## config.mk

```make
export PLATFORM = sky130hd
export DESIGN_NAME = mips_cpu_bus
export DESIGN_NICKNAME = d
export VERILOG_FILES = /design/src/logic/mips_pkg.sv /design/src/logic/mips_cpu_bus.sv /design/src/logic/mips_control.sv /design/src/logic/mips_decoder.sv /design/src/logic/mips_alu.sv /design/src/logic/mips_regfile.sv
export VERILOG_INCLUDE_DIRS = /design/src /design/src/logic
export SDC_FILE = /design/constraint.sdc
export NUM_CORES = 2
export LEC_CHECK = 0
export ABC_CLOCK_PERIOD_IN_PS = 7800
export BUFFER_PORTS_ARGS = -buffer_cell sky130_fd_sc_hd__buf_4
export CAP_MARGIN = 20
export CORE_MARGIN = 2
export CORE_UTILIZATION = 25
export DETAILED_ROUTE_END_ITERATION = 7
export PLACE_DENSITY = 0.49
export SLEW_MARGIN = 0
export SYNTH_ARGS = -nofsm -noshare
export SYNTH_HDL_FRONTEND = slang
export SYNTH_SLANG_ARGS = --single-unit
```

## constraint.sdc

```tcl
create_clock -name clk -period 7.8 [get_ports clk]
set_clock_uncertainty 0.2 [all_clocks]
set_input_delay 0.78 -clock clk [delete_from_list [all_inputs] [get_ports clk]]
set_output_delay 0.78 -clock clk [all_outputs]
set_load 0.005 [all_outputs]
```

## src/logic/mips_consts.svh

```systemverilog
`ifndef MIPS_CONSTS_SVH
`define MIPS_CONSTS_SVH

// Data path and address width
`define MIPS_XLEN 32

// Register file geometry
`define MIPS_NREGS 32
`define MIPS_RADDR_W 5

// First fetch after reset
`define MIPS_RESET_VECTOR 32'hBFC0_0000

// Jumping here stops the core
`define MIPS_HALT_ADDR 32'h0000_0000

// Result register $v0 and return address register $ra
`define MIPS_REG_V0 5'd2
`define MIPS_REG_RA 5'd31

`endif
```

## src/logic/mips_pkg.sv

```systemverilog
`default_nettype none

package mips_pkg;

    // Primary opcode, bits 31:26
    typedef enum logic [5:0] {
        OP_R     = 6'd0,
        OP_J     = 6'd2,
        OP_BEQ   = 6'd4,
        OP_BNE   = 6'd5,
        OP_ADDIU = 6'd9,
        OP_SLTI  = 6'd10,
        OP_SLTIU = 6'd11,
        OP_ANDI  = 6'd12,
        OP_ORI   = 6'd13,
        OP_XORI  = 6'd14,
        OP_LUI   = 6'd15,
        OP_LW    = 6'd35,
        OP_SW    = 6'd43
    } opcode_t;

    // R-type function code, bits 5:0
    typedef enum logic [5:0] {
        FN_SLL  = 6'd0,
        FN_SRL  = 6'd2,
        FN_SRA  = 6'd3,
        FN_JR   = 6'd8,
        FN_ADDU = 6'd33,
        FN_SUBU = 6'd35,
        FN_AND  = 6'd36,
        FN_OR   = 6'd37,
        FN_XOR  = 6'd38,
        FN_SLT  = 6'd42,
        FN_SLTU = 6'd43
    } funct_t;

    typedef enum logic [3:0] {
        ALU_ADD, ALU_SUB, ALU_AND, ALU_OR, ALU_XOR, ALU_SLT,
        ALU_SLTU, ALU_SLL, ALU_SRL, ALU_SRA, ALU_LUI
    } alu_op_t;

    typedef enum logic [1:0] {
        FETCH = 2'd0,
        EXEC1 = 2'd1,
        EXEC2 = 2'd2,
        HALT  = 2'd3
    } state_t;

endpackage

`default_nettype wire

```

## src/logic/mips_cpu_bus.sv

```systemverilog
`timescale 1ns/1ps
`default_nettype none

`include "mips_consts.svh"

module mips_cpu_bus (
    input  wire logic        clk,
    input  wire logic        reset,
    output logic             active,
    output logic [31:0]      register_v0,

    // Avalon master
    output logic [31:0]      address,
    output logic             write,
    output logic             read,
    input  wire logic        waitrequest,
    output logic [31:0]      writedata,
    output logic [3:0]       byteenable,
    input  wire logic [31:0] readdata
);

    logic [`MIPS_XLEN-1:0]    instr;
    logic [`MIPS_RADDR_W-1:0] rs;
    logic [`MIPS_RADDR_W-1:0] rt;
    logic [`MIPS_RADDR_W-1:0] dest;
    logic [4:0]               shamt;
    mips_pkg::alu_op_t        alu_op;
    logic                     use_imm;
    logic [`MIPS_XLEN-1:0]    imm;
    logic                     writes_reg;
    logic                     is_load;
    logic                     is_store;
    logic                     is_beq;
    logic                     is_bne;
    logic                     is_j;
    logic                     is_jr;
    logic [25:0]              jump_index;
    logic [`MIPS_XLEN-1:0]    ra_data;
    logic [`MIPS_XLEN-1:0]    rb_data;
    logic [`MIPS_XLEN-1:0]    alu_b;
    logic [`MIPS_XLEN-1:0]    alu_result;
    logic                     equal;
    logic                     reg_we;
    logic                     wb_from_mem;
    logic [`MIPS_XLEN-1:0]    wr_data;

    assign alu_b   = use_imm ? imm : rb_data;
    assign wr_data = wb_from_mem ? readdata : alu_result;

    // Word accesses only
    assign writedata  = rb_data;
    assign byteenable = 4'b1111;

    mips_control u_control (
        .clk         (clk),
        .reset       (reset),
        .waitrequest (waitrequest),
        .readdata    (readdata),
        .writes_reg  (writes_reg),
        .is_load     (is_load),
        .is_store    (is_store),
        .is_beq      (is_beq),
        .is_bne      (is_bne),
        .is_j        (is_j),
        .is_jr       (is_jr),
        .jump_index  (jump_index),
        .imm         (imm),
        .alu_result  (alu_result),
        .equal       (equal),
        .rs_value    (ra_data),
        .instr       (instr),
        .address     (address),
        .read        (read),
        .write       (write),
        .active      (active),
        .reg_we      (reg_we),
        .wb_from_mem (wb_from_mem)
    );

    mips_decoder u_decoder (
        .instr      (instr),
        .rs         (rs),
        .rt         (rt),
        .dest       (dest),
        .shamt      (shamt),
        .alu_op     (alu_op),
        .use_imm    (use_imm),
        .imm        (imm),
        .writes_reg (writes_reg),
        .is_load    (is_load),
        .is_store   (is_store),
        .is_beq     (is_beq),
        .is_bne     (is_bne),
        .is_j       (is_j),
        .is_jr      (is_jr),
        .jump_index (jump_index)
    );

    mips_regfile u_regfile (
        .clk     (clk),
        .reset   (reset),
        .ra_addr (rs),
        .rb_addr (rt),
        .wr_addr (dest),
        .we      (reg_we),
        .wr_data (wr_data),
        .ra_data (ra_data),
        .rb_data (rb_data),
        .v0      (register_v0)
    );

    mips_alu u_alu (
        .op     (alu_op),
        .a      (ra_data),
        .b      (alu_b),
        .shamt  (shamt),
        .result (alu_result),
        .equal  (equal)
    );

endmodule

`default_nettype wire

```

## src/logic/mips_control.sv

```systemverilog
`timescale 1ns/1ps
`default_nettype none

`include "mips_consts.svh"

module mips_control (
    input  wire logic                  clk,
    input  wire logic                  reset,
    input  wire logic                  waitrequest,
    input  wire logic [`MIPS_XLEN-1:0] readdata,
    input  wire logic                  writes_reg,
    input  wire logic                  is_load,
    input  wire logic                  is_store,
    input  wire logic                  is_beq,
    input  wire logic                  is_bne,
    input  wire logic                  is_j,
    input  wire logic                  is_jr,
    input  wire logic [25:0]           jump_index,
    input  wire logic [`MIPS_XLEN-1:0] imm,
    input  wire logic [`MIPS_XLEN-1:0] alu_result,
    input  wire logic                  equal,
    input  wire logic [`MIPS_XLEN-1:0] rs_value,
    output logic      [`MIPS_XLEN-1:0] instr,
    output logic      [`MIPS_XLEN-1:0] address,
    output logic                       read,
    output logic                       write,
    output logic                       active,
    output logic                       reg_we,
    output logic                       wb_from_mem
);

    mips_pkg::state_t      state;
    logic [`MIPS_XLEN-1:0] pc;
    logic [`MIPS_XLEN-1:0] ir;
    logic [`MIPS_XLEN-1:0] ea;
    logic [`MIPS_XLEN-1:0] pc_plus4;
    logic [`MIPS_XLEN-1:0] pc_next;
    logic                  branch_taken;

    assign pc_plus4     = pc + 32'd4;
    assign branch_taken = (is_beq && equal) || (is_bne && !equal);

    // Next PC for the instruction now in EXEC1, no delay slot
    always_comb begin
        if (is_jr) begin
            pc_next = rs_value;
        end else if (is_j) begin
            pc_next = {pc_plus4[31:28], jump_index, 2'b00};
        end else if (branch_taken) begin
            pc_next = pc_plus4 + {imm[`MIPS_XLEN-3:0], 2'b00};
        end else begin
            pc_next = pc_plus4;
        end
    end

    always_ff @(posedge clk) begin
        if (reset) begin
            state  <= mips_pkg::FETCH;
            pc     <= `MIPS_RESET_VECTOR;
            ir     <= '0;
            active <= 1'b1;
        end else begin
            case (state)
                mips_pkg::FETCH: begin
                    if (!waitrequest) begin
                        ir    <= readdata;
                        state <= mips_pkg::EXEC1;
                    end
                end
                mips_pkg::EXEC1: begin
                    if (is_load || is_store) begin
                        state <= mips_pkg::EXEC2;
                    end else begin
                        pc <= pc_next;
                        if (pc_next == `MIPS_HALT_ADDR) begin
                            state  <= mips_pkg::HALT;
                            active <= 1'b0;
                        end else begin
                            state <= mips_pkg::FETCH;
                        end
                    end
                end
                mips_pkg::EXEC2: begin
                    if (!waitrequest) begin
                        pc    <= pc_plus4;
                        state <= mips_pkg::FETCH;
                    end
                end
                default: begin
                    // Parked until reset
                end
            endcase
        end
    end

    // Data address, latched so it holds through stalls
    always_ff @(posedge clk) begin
        if (reset) begin
            ea <= '0;
        end else if (state == mips_pkg::EXEC1 && (is_load || is_store)) begin
            ea <= alu_result;
        end
    end

    assign instr   = ir;
    assign address = (state == mips_pkg::EXEC2) ? ea : pc;

    // Strobes from registered state, held low in reset
    assign read  = !reset
                && ((state == mips_pkg::FETCH) || (state == mips_pkg::EXEC2 && is_load));
    assign write = !reset && (state == mips_pkg::EXEC2) && is_store;

    assign wb_from_mem = (state == mips_pkg::EXEC2);
    assign reg_we = (state == mips_pkg::EXEC1 && writes_reg)
                 || (state == mips_pkg::EXEC2 && is_load && !waitrequest);

endmodule

`default_nettype wire

```

## src/logic/mips_decoder.sv

```systemverilog
`timescale 1ns/1ps
`default_nettype none

`include "mips_consts.svh"

module mips_decoder (
    input  wire logic [`MIPS_XLEN-1:0]    instr,
    output logic      [`MIPS_RADDR_W-1:0] rs,
    output logic      [`MIPS_RADDR_W-1:0] rt,
    output logic      [`MIPS_RADDR_W-1:0] dest,
    output logic      [4:0]               shamt,
    output mips_pkg::alu_op_t             alu_op,
    output logic                          use_imm,
    output logic      [`MIPS_XLEN-1:0]    imm,
    output logic                          writes_reg,
    output logic                          is_load,
    output logic                          is_store,
    output logic                          is_beq,
    output logic                          is_bne,
    output logic                          is_j,
    output logic                          is_jr,
    output logic      [25:0]              jump_index
);

    mips_pkg::opcode_t     opcode;
    mips_pkg::funct_t      funct;
    logic [`MIPS_XLEN-1:0] imm_sext;
    logic [`MIPS_XLEN-1:0] imm_zext;

    assign opcode = mips_pkg::opcode_t'(instr[31:26]);
    assign funct  = mips_pkg::funct_t'(instr[5:0]);

    assign rs         = instr[25:21];
    assign rt         = instr[20:16];
    assign shamt      = instr[10:6];
    assign jump_index = instr[25:0];

    assign imm_sext = {{(`MIPS_XLEN-16){instr[15]}}, instr[15:0]};
    assign imm_zext = {{(`MIPS_XLEN-16){1'b0}}, instr[15:0]};

    always_comb begin
        // Unknown encodings fall through as a no-op
        dest       = rt;
        alu_op     = mips_pkg::ALU_ADD;
        use_imm    = 1'b0;
        imm        = imm_sext;
        writes_reg = 1'b0;
        is_load    = 1'b0;
        is_store   = 1'b0;
        is_beq     = 1'b0;
        is_bne     = 1'b0;
        is_j       = 1'b0;
        is_jr      = 1'b0;

        case (opcode)
            mips_pkg::OP_R: begin
                dest       = instr[15:11];
                writes_reg = 1'b1;
                case (funct)
                    mips_pkg::FN_ADDU: alu_op = mips_pkg::ALU_ADD;
                    mips_pkg::FN_SUBU: alu_op = mips_pkg::ALU_SUB;
                    mips_pkg::FN_AND:  alu_op = mips_pkg::ALU_AND;
                    mips_pkg::FN_OR:   alu_op = mips_pkg::ALU_OR;
                    mips_pkg::FN_XOR:  alu_op = mips_pkg::ALU_XOR;
                    mips_pkg::FN_SLT:  alu_op = mips_pkg::ALU_SLT;
                    mips_pkg::FN_SLTU: alu_op = mips_pkg::ALU_SLTU;
                    mips_pkg::FN_SLL:  alu_op = mips_pkg::ALU_SLL;
                    mips_pkg::FN_SRL:  alu_op = mips_pkg::ALU_SRL;
                    mips_pkg::FN_SRA:  alu_op = mips_pkg::ALU_SRA;
                    mips_pkg::FN_JR: begin
                        writes_reg = 1'b0;
                        is_jr      = 1'b1;
                    end
                    default: writes_reg = 1'b0;
                endcase
            end
            mips_pkg::OP_J:   is_j = 1'b1;
            // Branches compare rs with rt, so b stays on the register
            mips_pkg::OP_BEQ: is_beq = 1'b1;
            mips_pkg::OP_BNE: is_bne = 1'b1;
            mips_pkg::OP_ADDIU, mips_pkg::OP_SLTI, mips_pkg::OP_SLTIU: begin
                use_imm    = 1'b1;
                writes_reg = 1'b1;
                alu_op     = (opcode == mips_pkg::OP_SLTI)  ? mips_pkg::ALU_SLT :
                             (opcode == mips_pkg::OP_SLTIU) ? mips_pkg::ALU_SLTU :
                                                              mips_pkg::ALU_ADD;
            end
            mips_pkg::OP_ANDI, mips_pkg::OP_ORI, mips_pkg::OP_XORI, mips_pkg::OP_LUI: begin
                use_imm    = 1'b1;
                imm        = imm_zext;
                writes_reg = 1'b1;
                alu_op     = (opcode == mips_pkg::OP_ANDI) ? mips_pkg::ALU_AND :
                             (opcode == mips_pkg::OP_ORI)  ? mips_pkg::ALU_OR :
                             (opcode == mips_pkg::OP_XORI) ? mips_pkg::ALU_XOR :
                                                             mips_pkg::ALU_LUI;
            end
            // Effective address is rs plus the offset through the adder
            mips_pkg::OP_LW: begin
                use_imm = 1'b1;
                is_load = 1'b1;
            end
            mips_pkg::OP_SW: begin
                use_imm  = 1'b1;
                is_store = 1'b1;
            end
            default: begin
            end
        endcase
    end

endmodule

`default_nettype wire

```

## src/logic/mips_alu.sv

```systemverilog
`timescale 1ns/1ps
`default_nettype none

`include "mips_consts.svh"

module mips_alu (
    input  mips_pkg::alu_op_t          op,
    input  wire logic [`MIPS_XLEN-1:0] a,
    input  wire logic [`MIPS_XLEN-1:0] b,
    input  wire logic [4:0]            shamt,
    output logic      [`MIPS_XLEN-1:0] result,
    output logic                       equal
);

    always_comb begin
        case (op)
            mips_pkg::ALU_ADD: begin
                result = a + b;
            end
            mips_pkg::ALU_SUB: begin
                result = a - b;
            end
            mips_pkg::ALU_AND: begin
                result = a & b;
            end
            mips_pkg::ALU_OR: begin
                result = a | b;
            end
            mips_pkg::ALU_XOR: begin
                result = a ^ b;
            end
            mips_pkg::ALU_SLT: begin
                result = {{(`MIPS_XLEN-1){1'b0}}, $signed(a) < $signed(b)};
            end
            mips_pkg::ALU_SLTU: begin
                result = {{(`MIPS_XLEN-1){1'b0}}, a < b};
            end
            // Shifts act on rt, which arrives on b
            mips_pkg::ALU_SLL: begin
                result = b << shamt;
            end
            mips_pkg::ALU_SRL: begin
                result = b >> shamt;
            end
            mips_pkg::ALU_SRA: begin
                result = $signed(b) >>> shamt;
            end
            mips_pkg::ALU_LUI: begin
                result = {b[15:0], 16'h0000};
            end
            default: begin
                result = '0;
            end
        endcase
    end

    // Branch compare of rs against rt
    assign equal = (a == b);

endmodule

`default_nettype wire

```

## src/logic/mips_regfile.sv

```systemverilog
`timescale 1ns/1ps
`default_nettype none

`include "mips_consts.svh"

module mips_regfile (
    input  wire logic                     clk,
    input  wire logic                     reset,
    input  wire logic [`MIPS_RADDR_W-1:0] ra_addr,
    input  wire logic [`MIPS_RADDR_W-1:0] rb_addr,
    input  wire logic [`MIPS_RADDR_W-1:0] wr_addr,
    input  wire logic                     we,
    input  wire logic [`MIPS_XLEN-1:0]    wr_data,
    output logic      [`MIPS_XLEN-1:0]    ra_data,
    output logic      [`MIPS_XLEN-1:0]    rb_data,
    output logic      [`MIPS_XLEN-1:0]    v0
);

    logic [`MIPS_XLEN-1:0] regs [`MIPS_NREGS];

    always_ff @(posedge clk) begin
        if (reset) begin
            for (int i = 0; i < `MIPS_NREGS; i++) begin
                regs[i] <= '0;
            end
        end else if (we && wr_addr != '0) begin
            // $zero never takes a write
            regs[wr_addr] <= wr_data;
        end
    end

    // Asynchronous read ports
    assign ra_data = regs[ra_addr];
    assign rb_data = regs[rb_addr];

    assign v0 = regs[`MIPS_REG_V0];

endmodule

`default_nettype wire

```

# Word-level counts from Yosys, hierarchy flattened
# Memories as Yosys holds them, arrays and structs flattened. A register that Yosys moved wholly into a read port is not among the register bits.
# Cells that the tools add are included.
# Widths: inputs -> output; s select.
[word_totals]
reg_bits = 99
inputBits = 35
ram_bits = 1024
memories = 1
wordCells = 139
[op_classes]
eq_ne = 38
n_lt_le_gt_ge = 2
n_shift = 3
addsub = 4
n_bitwise = 5
n_mux = 46
reduce_logical = 35
[mem_list]
columns = ["name", "depth", "word_bits", "rd", "rd_ports_with_merged_regs", "write_ports", "line_no", "rtl"]
rows = [
  ["u_regfile.regs", 32, 32, 3, 2, 32, "mips_regfile.sv:19", "logic [`MIPS_XLEN-1:0] regs [`MIPS_NREGS];"],
]
[ops]
columns = ["operator", "n"]
rows = [
  ["$pmux 32 s11", 1],
  ["$mux 32", 10],
  ["$add 32x32->32", 2],
  ["$lt 32x32->1", 2],
  ["$pmux 32 s2", 1],
  ["$eq 6x6->1 const B", 9],
  ["$eq 6x4->1 const B", 8],
  ["$pmux 4 s9", 1],
  ["$add 32x3->32 const B", 1],
  ["$and 32x32->32", 1],
  ["$eq 32x32->1", 1],
  ["$logic_not 32->1", 1],
  ["$or 32x32->32", 1],
  ["$reduce_or 32->1", 1],
  ["$shl 32x5->32", 1],
  ["$shr 32x5->32", 1],
  ["$sshr 32x5->32", 1],
  ["$sub 32x32->32", 1],
  ["$xor 32x32->32", 1],
  ["$mux 5", 6],
  ["$eq 6x2->1 const B", 3],
  ["$eq 4x3->1 const B", 4],
  ["$mux 4", 4],
  ["$mux 1", 15],
  ["other kinds (29)", 56],
]

# Longest topological paths before layout
[logic_depth]
depth_word = 15
depth_mapped = 28
depth_no_buf = 22

# Cells and area by module
# From an unflattened synthesis, not the netlist that was laid out.
[unflattened]
hier_cells = 7281
hier_area_um2 = 74848.0
[modules_own_cells]
columns = ["mod", "area_each_um2", "cells_per_inst", "seq_area_each_um2", "n_inst"]
rows = [
  ["mips_regfile", 56132.6, 4605, 30749.5, 1],
  ["mips_alu", 8424.3, 1291, 0.0, 1],
  ["mips_control", 8181.6, 1162, 1981.9, 1],
  ["mips_cpu_bus", 1122.3, 77, 0.0, 1],
  ["mips_decoder", 987.2, 146, 0.0, 1],
]

# Worst setup path before layout
# No wires, ideal clock.
[synth_path]
kind = "register to register"
start = "register (tool-made name)"
end = "register u_control.state[0]"
setup_time_ns = 0.086
path_stages_with_launch = 24
required_ns = 7.514
n_path_buf = 5
arrival_time_ns = 6.920
synth_period_minus_slack_ns = 7.206
slack_ns = 0.594
cell_sequence = "dfxtp_1 -> buf_2 -> buf_2 -> buf_1 -> clkbuf_1 -> mux4_2 -> mux4_2 -> mux2i_1 -> inv_1 -> ha_1 -> clkbuf_1 -> nand4_1 -> or4_1 -> nor4_1 -> nand4_1 -> mux2i_1 -> nor2_1 -> nor3_1 -> a311oi_1 -> o211ai_1 -> or4_1 -> nor4_1 -> nand4_1 -> a211oi_1"
[synth_lines]
columns = ["element", "line_no", "rtl"]
rows = [
  ["to (signal assigned)", "mips_control.sv:58", "state <= mips_pkg::FETCH;"],
  ["to (signal assigned)", "mips_control.sv:67", "state <= mips_pkg::EXEC1;"],
  ["to (signal assigned)", "mips_control.sv:72", "state <= mips_pkg::EXEC2;"],
  ["to (decl)", "mips_control.sv:32", "mips_pkg::state_t state;"],
]

==> run summary <==
POWER AND IR DROP
----------------------------------------------------------------------------------------
Largest voltage drop on the vdd net .......................................   0.000200 V
Power density over the cells ..............................................  254 nW/um^2
Leakage power figure ......................................................      28.1 nW

FINAL LAYOUT
----------------------------------------------------------------------------------------
Non-filler instance count after layout ....................................        9,876
Commonest cells after routing, fill and taps aside ........................ 1,169 x nor2_1, 1,024 x edfxtp_1, 660 x mux4_2, 472 x buf_4, 295 x nand2_1
Layout cells sized above 1 ................................................        27.0%
Layout Nets ...............................................................        6,179
Commonest non-fill, non-tap cell in the layout ............................       nor2_1
Number of fill cells in the layout ........................................       28,700
Sequential cell area ...................................................... 33,000 sq um
Core utilization of the finished layout ...................................        29.2%
Summed area of non-filler cells in the final layout ....................... 82,300 sq um
Area used by multi-input combinational logic .............................. 35,100 sq um
Layout Area Growth over Synthesis .........................................        16.5%

GRT
----------------------------------------------------------------------------------------
Via count of the first global-routing pass ................................       54,800
Maximum number of pins on one net before global-route repair ..............           75
Tot GR Track Use ..........................................................        22.7%
Congestion Overflow GR ....................................................            0
Wire length of the first global-routing pass ..............................       456 mm
Initial antenna violation count ...........................................           12

FLOORPLAN
----------------------------------------------------------------------------------------
Starting density of the core ..............................................        25.1%
Area of the core .......................................................... 282,000 sq um
Number of top-level pins ..................................................          138
Chip Width ................................................................       536 um
Number of standard-cell rows in the floorplan .............................          195
Chip height ...............................................................       536 um
Die ar. ................................................................... 287,000 sq um

SYNTH
----------------------------------------------------------------------------------------
Netlist cell types ........................................................          102
Synth Warn # ..............................................................            0
Synth Instances ...........................................................        5,898
Mapped Area ............................................................... 70,700 sq um
Yosys reg bits ............................................................        1,133
Post-synth EDFFs ..........................................................        1,024
Share of synthesized area occupied by flip-flops and latches ..............        46.6%
Asr flop ratio synth ......................................................           0%
Primary FF master, synth ..................................................     edfxtp_1
Synthesized area divided by synthesized cell count ........................   12.0 sq um

WORST HOLD PATH
----------------------------------------------------------------------------------------
Worst Hold Class ..........................................................       in2reg
Worst hold start ..........................................................  readdata[8]
Worst hold path depth .....................................................            3

CRITICAL PATH
----------------------------------------------------------------------------------------
Cell with the largest stage delay on the worst path .......................       mux4_2
Startpoint class of the critical path .....................................         flop
Number of cells traversed by the worst register-to-register path ..........           23
Kind of critical path .....................................................      reg2reg
Data required time of the worst path ......................................      8.14 ns
Cells traversed along the worst timing path ............................... buf_4 -> buf_12 -> buf_12 -> mux4_2 -> mux2i_1 -> o22ai_1 -> a31o_2 -> fa_1 -> a21o_1 -> a21o_1 -> a211oi_1 -> buf_4 -> o21ai_0 -> a221o_1 -> a21oi_2 -> o21ai_0 -> a221o_1 -> o21ai_1 -> o211ai_1 -> nand4b_1 -> o21ai_4 -> buf_12 -> nor2_1
Max incr delay on CP ......................................................      0.56 ns
Total stage count of the critical path ....................................           23
End point of the critical path ............................................ u_regfile.regs[1][20]$_SDFFCE_PN0P_
Endpoint kind of the worst setup timing path ..............................         flop
Maximum fanout count along the critical path ..............................           31
Arrival time of the worst setup path ......................................      7.92 ns
Cell with the most instances on the worst path ............................       buf_12
Category of cells accounting for the largest share of critical-path delay . compound AO/OA/AOI/OAI gates
Worst setup slack for register-to-register paths ..........................      0.22 ns
Count of buffer and inverter cells on the critical path ...................            5
Capturing point of the worst reg2reg path ................................. u_regfile.regs[1][20]$_SDFFCE_PN0P_

TIMING
----------------------------------------------------------------------------------------
Pin slew with the least headroom to its limit .............................      1.31 ns
Remaining max-slew budget at the tightest pin .............................        12.6%
Max-slew violation count ..................................................            0
Share of the cycle needed by the critical path after routing ..............        97.2%
Count of endpoints failing hold in the final timing report ................            0
Post-layout min period ....................................................      7.58 ns
Final setup violation count ...............................................            0
Achievable clock frequency ................................................      132 MHz
Worst-case setup margin in the final layout ...............................     0.217 ns
RSZ-0062 raised after global routing ......................................        false

DRT
----------------------------------------------------------------------------------------
Detailed-routed wire length on met2 .......................................       152 mm
Vias per cell .............................................................         5.73
Detailed-route wire length ................................................       333 mm
Final antenna-violating net count .........................................            0
Wire length on met3 .......................................................      34.1 mm
Wire length per cell ......................................................      33.7 um
Sum of routed wire segments on met1 .......................................       128 mm
Detailed-router iteration count before antenna repair .....................            6
DRC Markers ...............................................................            0
Initial DRC Count .........................................................        8,318
Via count .................................................................       56,600
Top routing layer in use ..................................................         met5

CTS
----------------------------------------------------------------------------------------
Clk sinks .................................................................        1,133
Clock transition at the registers of the reported paths ...................      0.06 ns
CTS HTree Levels ..........................................................            4
Root Buffer ...............................................................    clkbuf_16
Clock tree from TritonCTS .................................................          yes
Clock buffers created by TritonCTS ........................................          136
Max Buffers Root-to-Sink ..................................................            3
Clock latency at the later pin of the worst-skew pair .....................      0.83 ns

PLACE
----------------------------------------------------------------------------------------
GPL Wtd Cong ..............................................................        0.992
Count of buffers inserted at the top-level ports ..........................          133
Placed Instances ..........................................................        9,604
Standard cell area after detailed placement ............................... 77,800 sq um
Setup slack after placement ...............................................    -0.131 ns
Placed wire-length estimate ...............................................       227 mm

RUN STATUS
----------------------------------------------------------------------------------------
Run status ................................................................ finished clean

FLOW RUN
----------------------------------------------------------------------------------------
Total of max-cap violations ...............................................            0

==> worst min path at each step <==
stage                                      end
6_report       u_control.instr[8]$_SDFFE_PP0P_
5_1_grt        u_control.instr[8]$_SDFFE_PP0P_
4_1_cts        u_control.instr[8]$_SDFFE_PP0P_
3_5_place_dp      u_control.ea[5]$_SDFFE_PP0P_
3_3_place_gp     u_control.ea[19]$_SDFFE_PP0P_
2_1_floorplan    u_control.ea[23]$_SDFFE_PP0P_
==> cell usage after synthesis (23+ instances only) <==
| master | number | area share (%) |
|---|---|---|
| a211oi_1 | 97 | 1.0 |
| a21o_1 | 30 | 0.32 |
| a21oi_1 | 245 | 1.7 |
| and3_1 | 23 | 0.20 |
| buf_1 | 61 | 0.32 |
| buf_2 | 112 | 0.79 |
| buf_4 | 51 | 0.54 |
| clkbuf_1 | 346 | 1.8 |
| dfxtp_1 | 109 | 3.1 |
| edfxtp_1 | 1024 | 44 |
| ha_1 | 126 | 2.2 |
| inv_1 | 123 | 0.65 |
| mux2_2 | 93 | 1.5 |
| mux2i_1 | 139 | 2.0 |
| mux4_2 | 660 | 21 |
| nand2_1 | 326 | 1.7 |
| nand2b_1 | 52 | 0.46 |
| nand3_1 | 87 | 0.62 |
| nand4_1 | 27 | 0.24 |
| nor2_1 | 1174 | 6.2 |
| nor3_1 | 183 | 1.3 |
| nor4_1 | 25 | 0.22 |
| o211ai_1 | 32 | 0.34 |
| o21ai_0 | 145 | 1.0 |
| o221ai_1 | 26 | 0.32 |
| o22ai_1 | 50 | 0.44 |
| xnor2_1 | 52 | 0.64 |
==> per-stage QoR <==
step	hold WS [ns]	total power, mW	TNS [ns]
final	0.0539	21.0	0
after global routing	0.0426	21.6	0
after CTS	0.00644	20.9	0
after detailed placement	0.255	14.5	-3.55
after global placement	0.246	14.5	-5.33
after floorplan	0.233	11.2	0
==> repair_timing <==
| item | CTS | global route |
|---|---|---|
| buffers inserted | 1 | 11 |
| resized for setup | 1 | 4 |
| cloned | 0 | 0 |
| hold buffers | 4 | 0 |
| setup endpoints to repair | 31 | 64 |
| endpoints found under the hold margin | 4 | 0 |
==> final cells by class <==
class / count / share of cell area [%]
Multi-Input combinational cell: 4082 / 42.6
Sequential cell: 1133 / 40.0
Timing Repair Buffer: 532 / 5.71
Tap cell: 3743 / 5.69
Clock buffer: 177 / 4.37
Clock inverter: 72 / 0.959
Inverter: 130 / 0.596
Antenna cell: 7 / 0.0213
==> sequential cells by signal, summed over array words and instances (netlist names), named ones only <==
signal,flops
u_control.pc,32
u_control.ea,32
u_control.instr,32
u_control.state,2
u_regfile.regs,1024
u_control.active,1
==> worst min-delay path: stages <==
cell	delay (ns)
buf_4	0.14
nand2_1	0.06
a21oi_1	0.06
==> cells by family (layout without fill, tap and decap cells) <==
logic type,after synthesis,count (layout),synth area share [%]
other,2,43,0.0106
muxes,897,897,24.6
adders and majority gates,129,129,2.32
AOI/OAI and AO/OA,938,938,8.93
xor gates and xnor gates,73,73,0.905
and+or+nand+nor,2009,2009,12.1
DFF,1133,1133,46.6
buffers and inverters,717,911,4.47
==> routing by layer <==
metal / global-route usage, % / up-vias
li1: - / 22800
met1: 29.2 / 29500
met2: 35.9 / 3672
met3: 5.20 / 664
met4: 10.7 / 6
met5: 0 / -
==> power by group <==
group	total, mW	switching [mW]	internal (mW)
clock	6.35	2.78	3.57
sequential	7.03	0.204	6.82
combinational	7.58	5.04	2.53
Power figures use the tool's default switching activity.
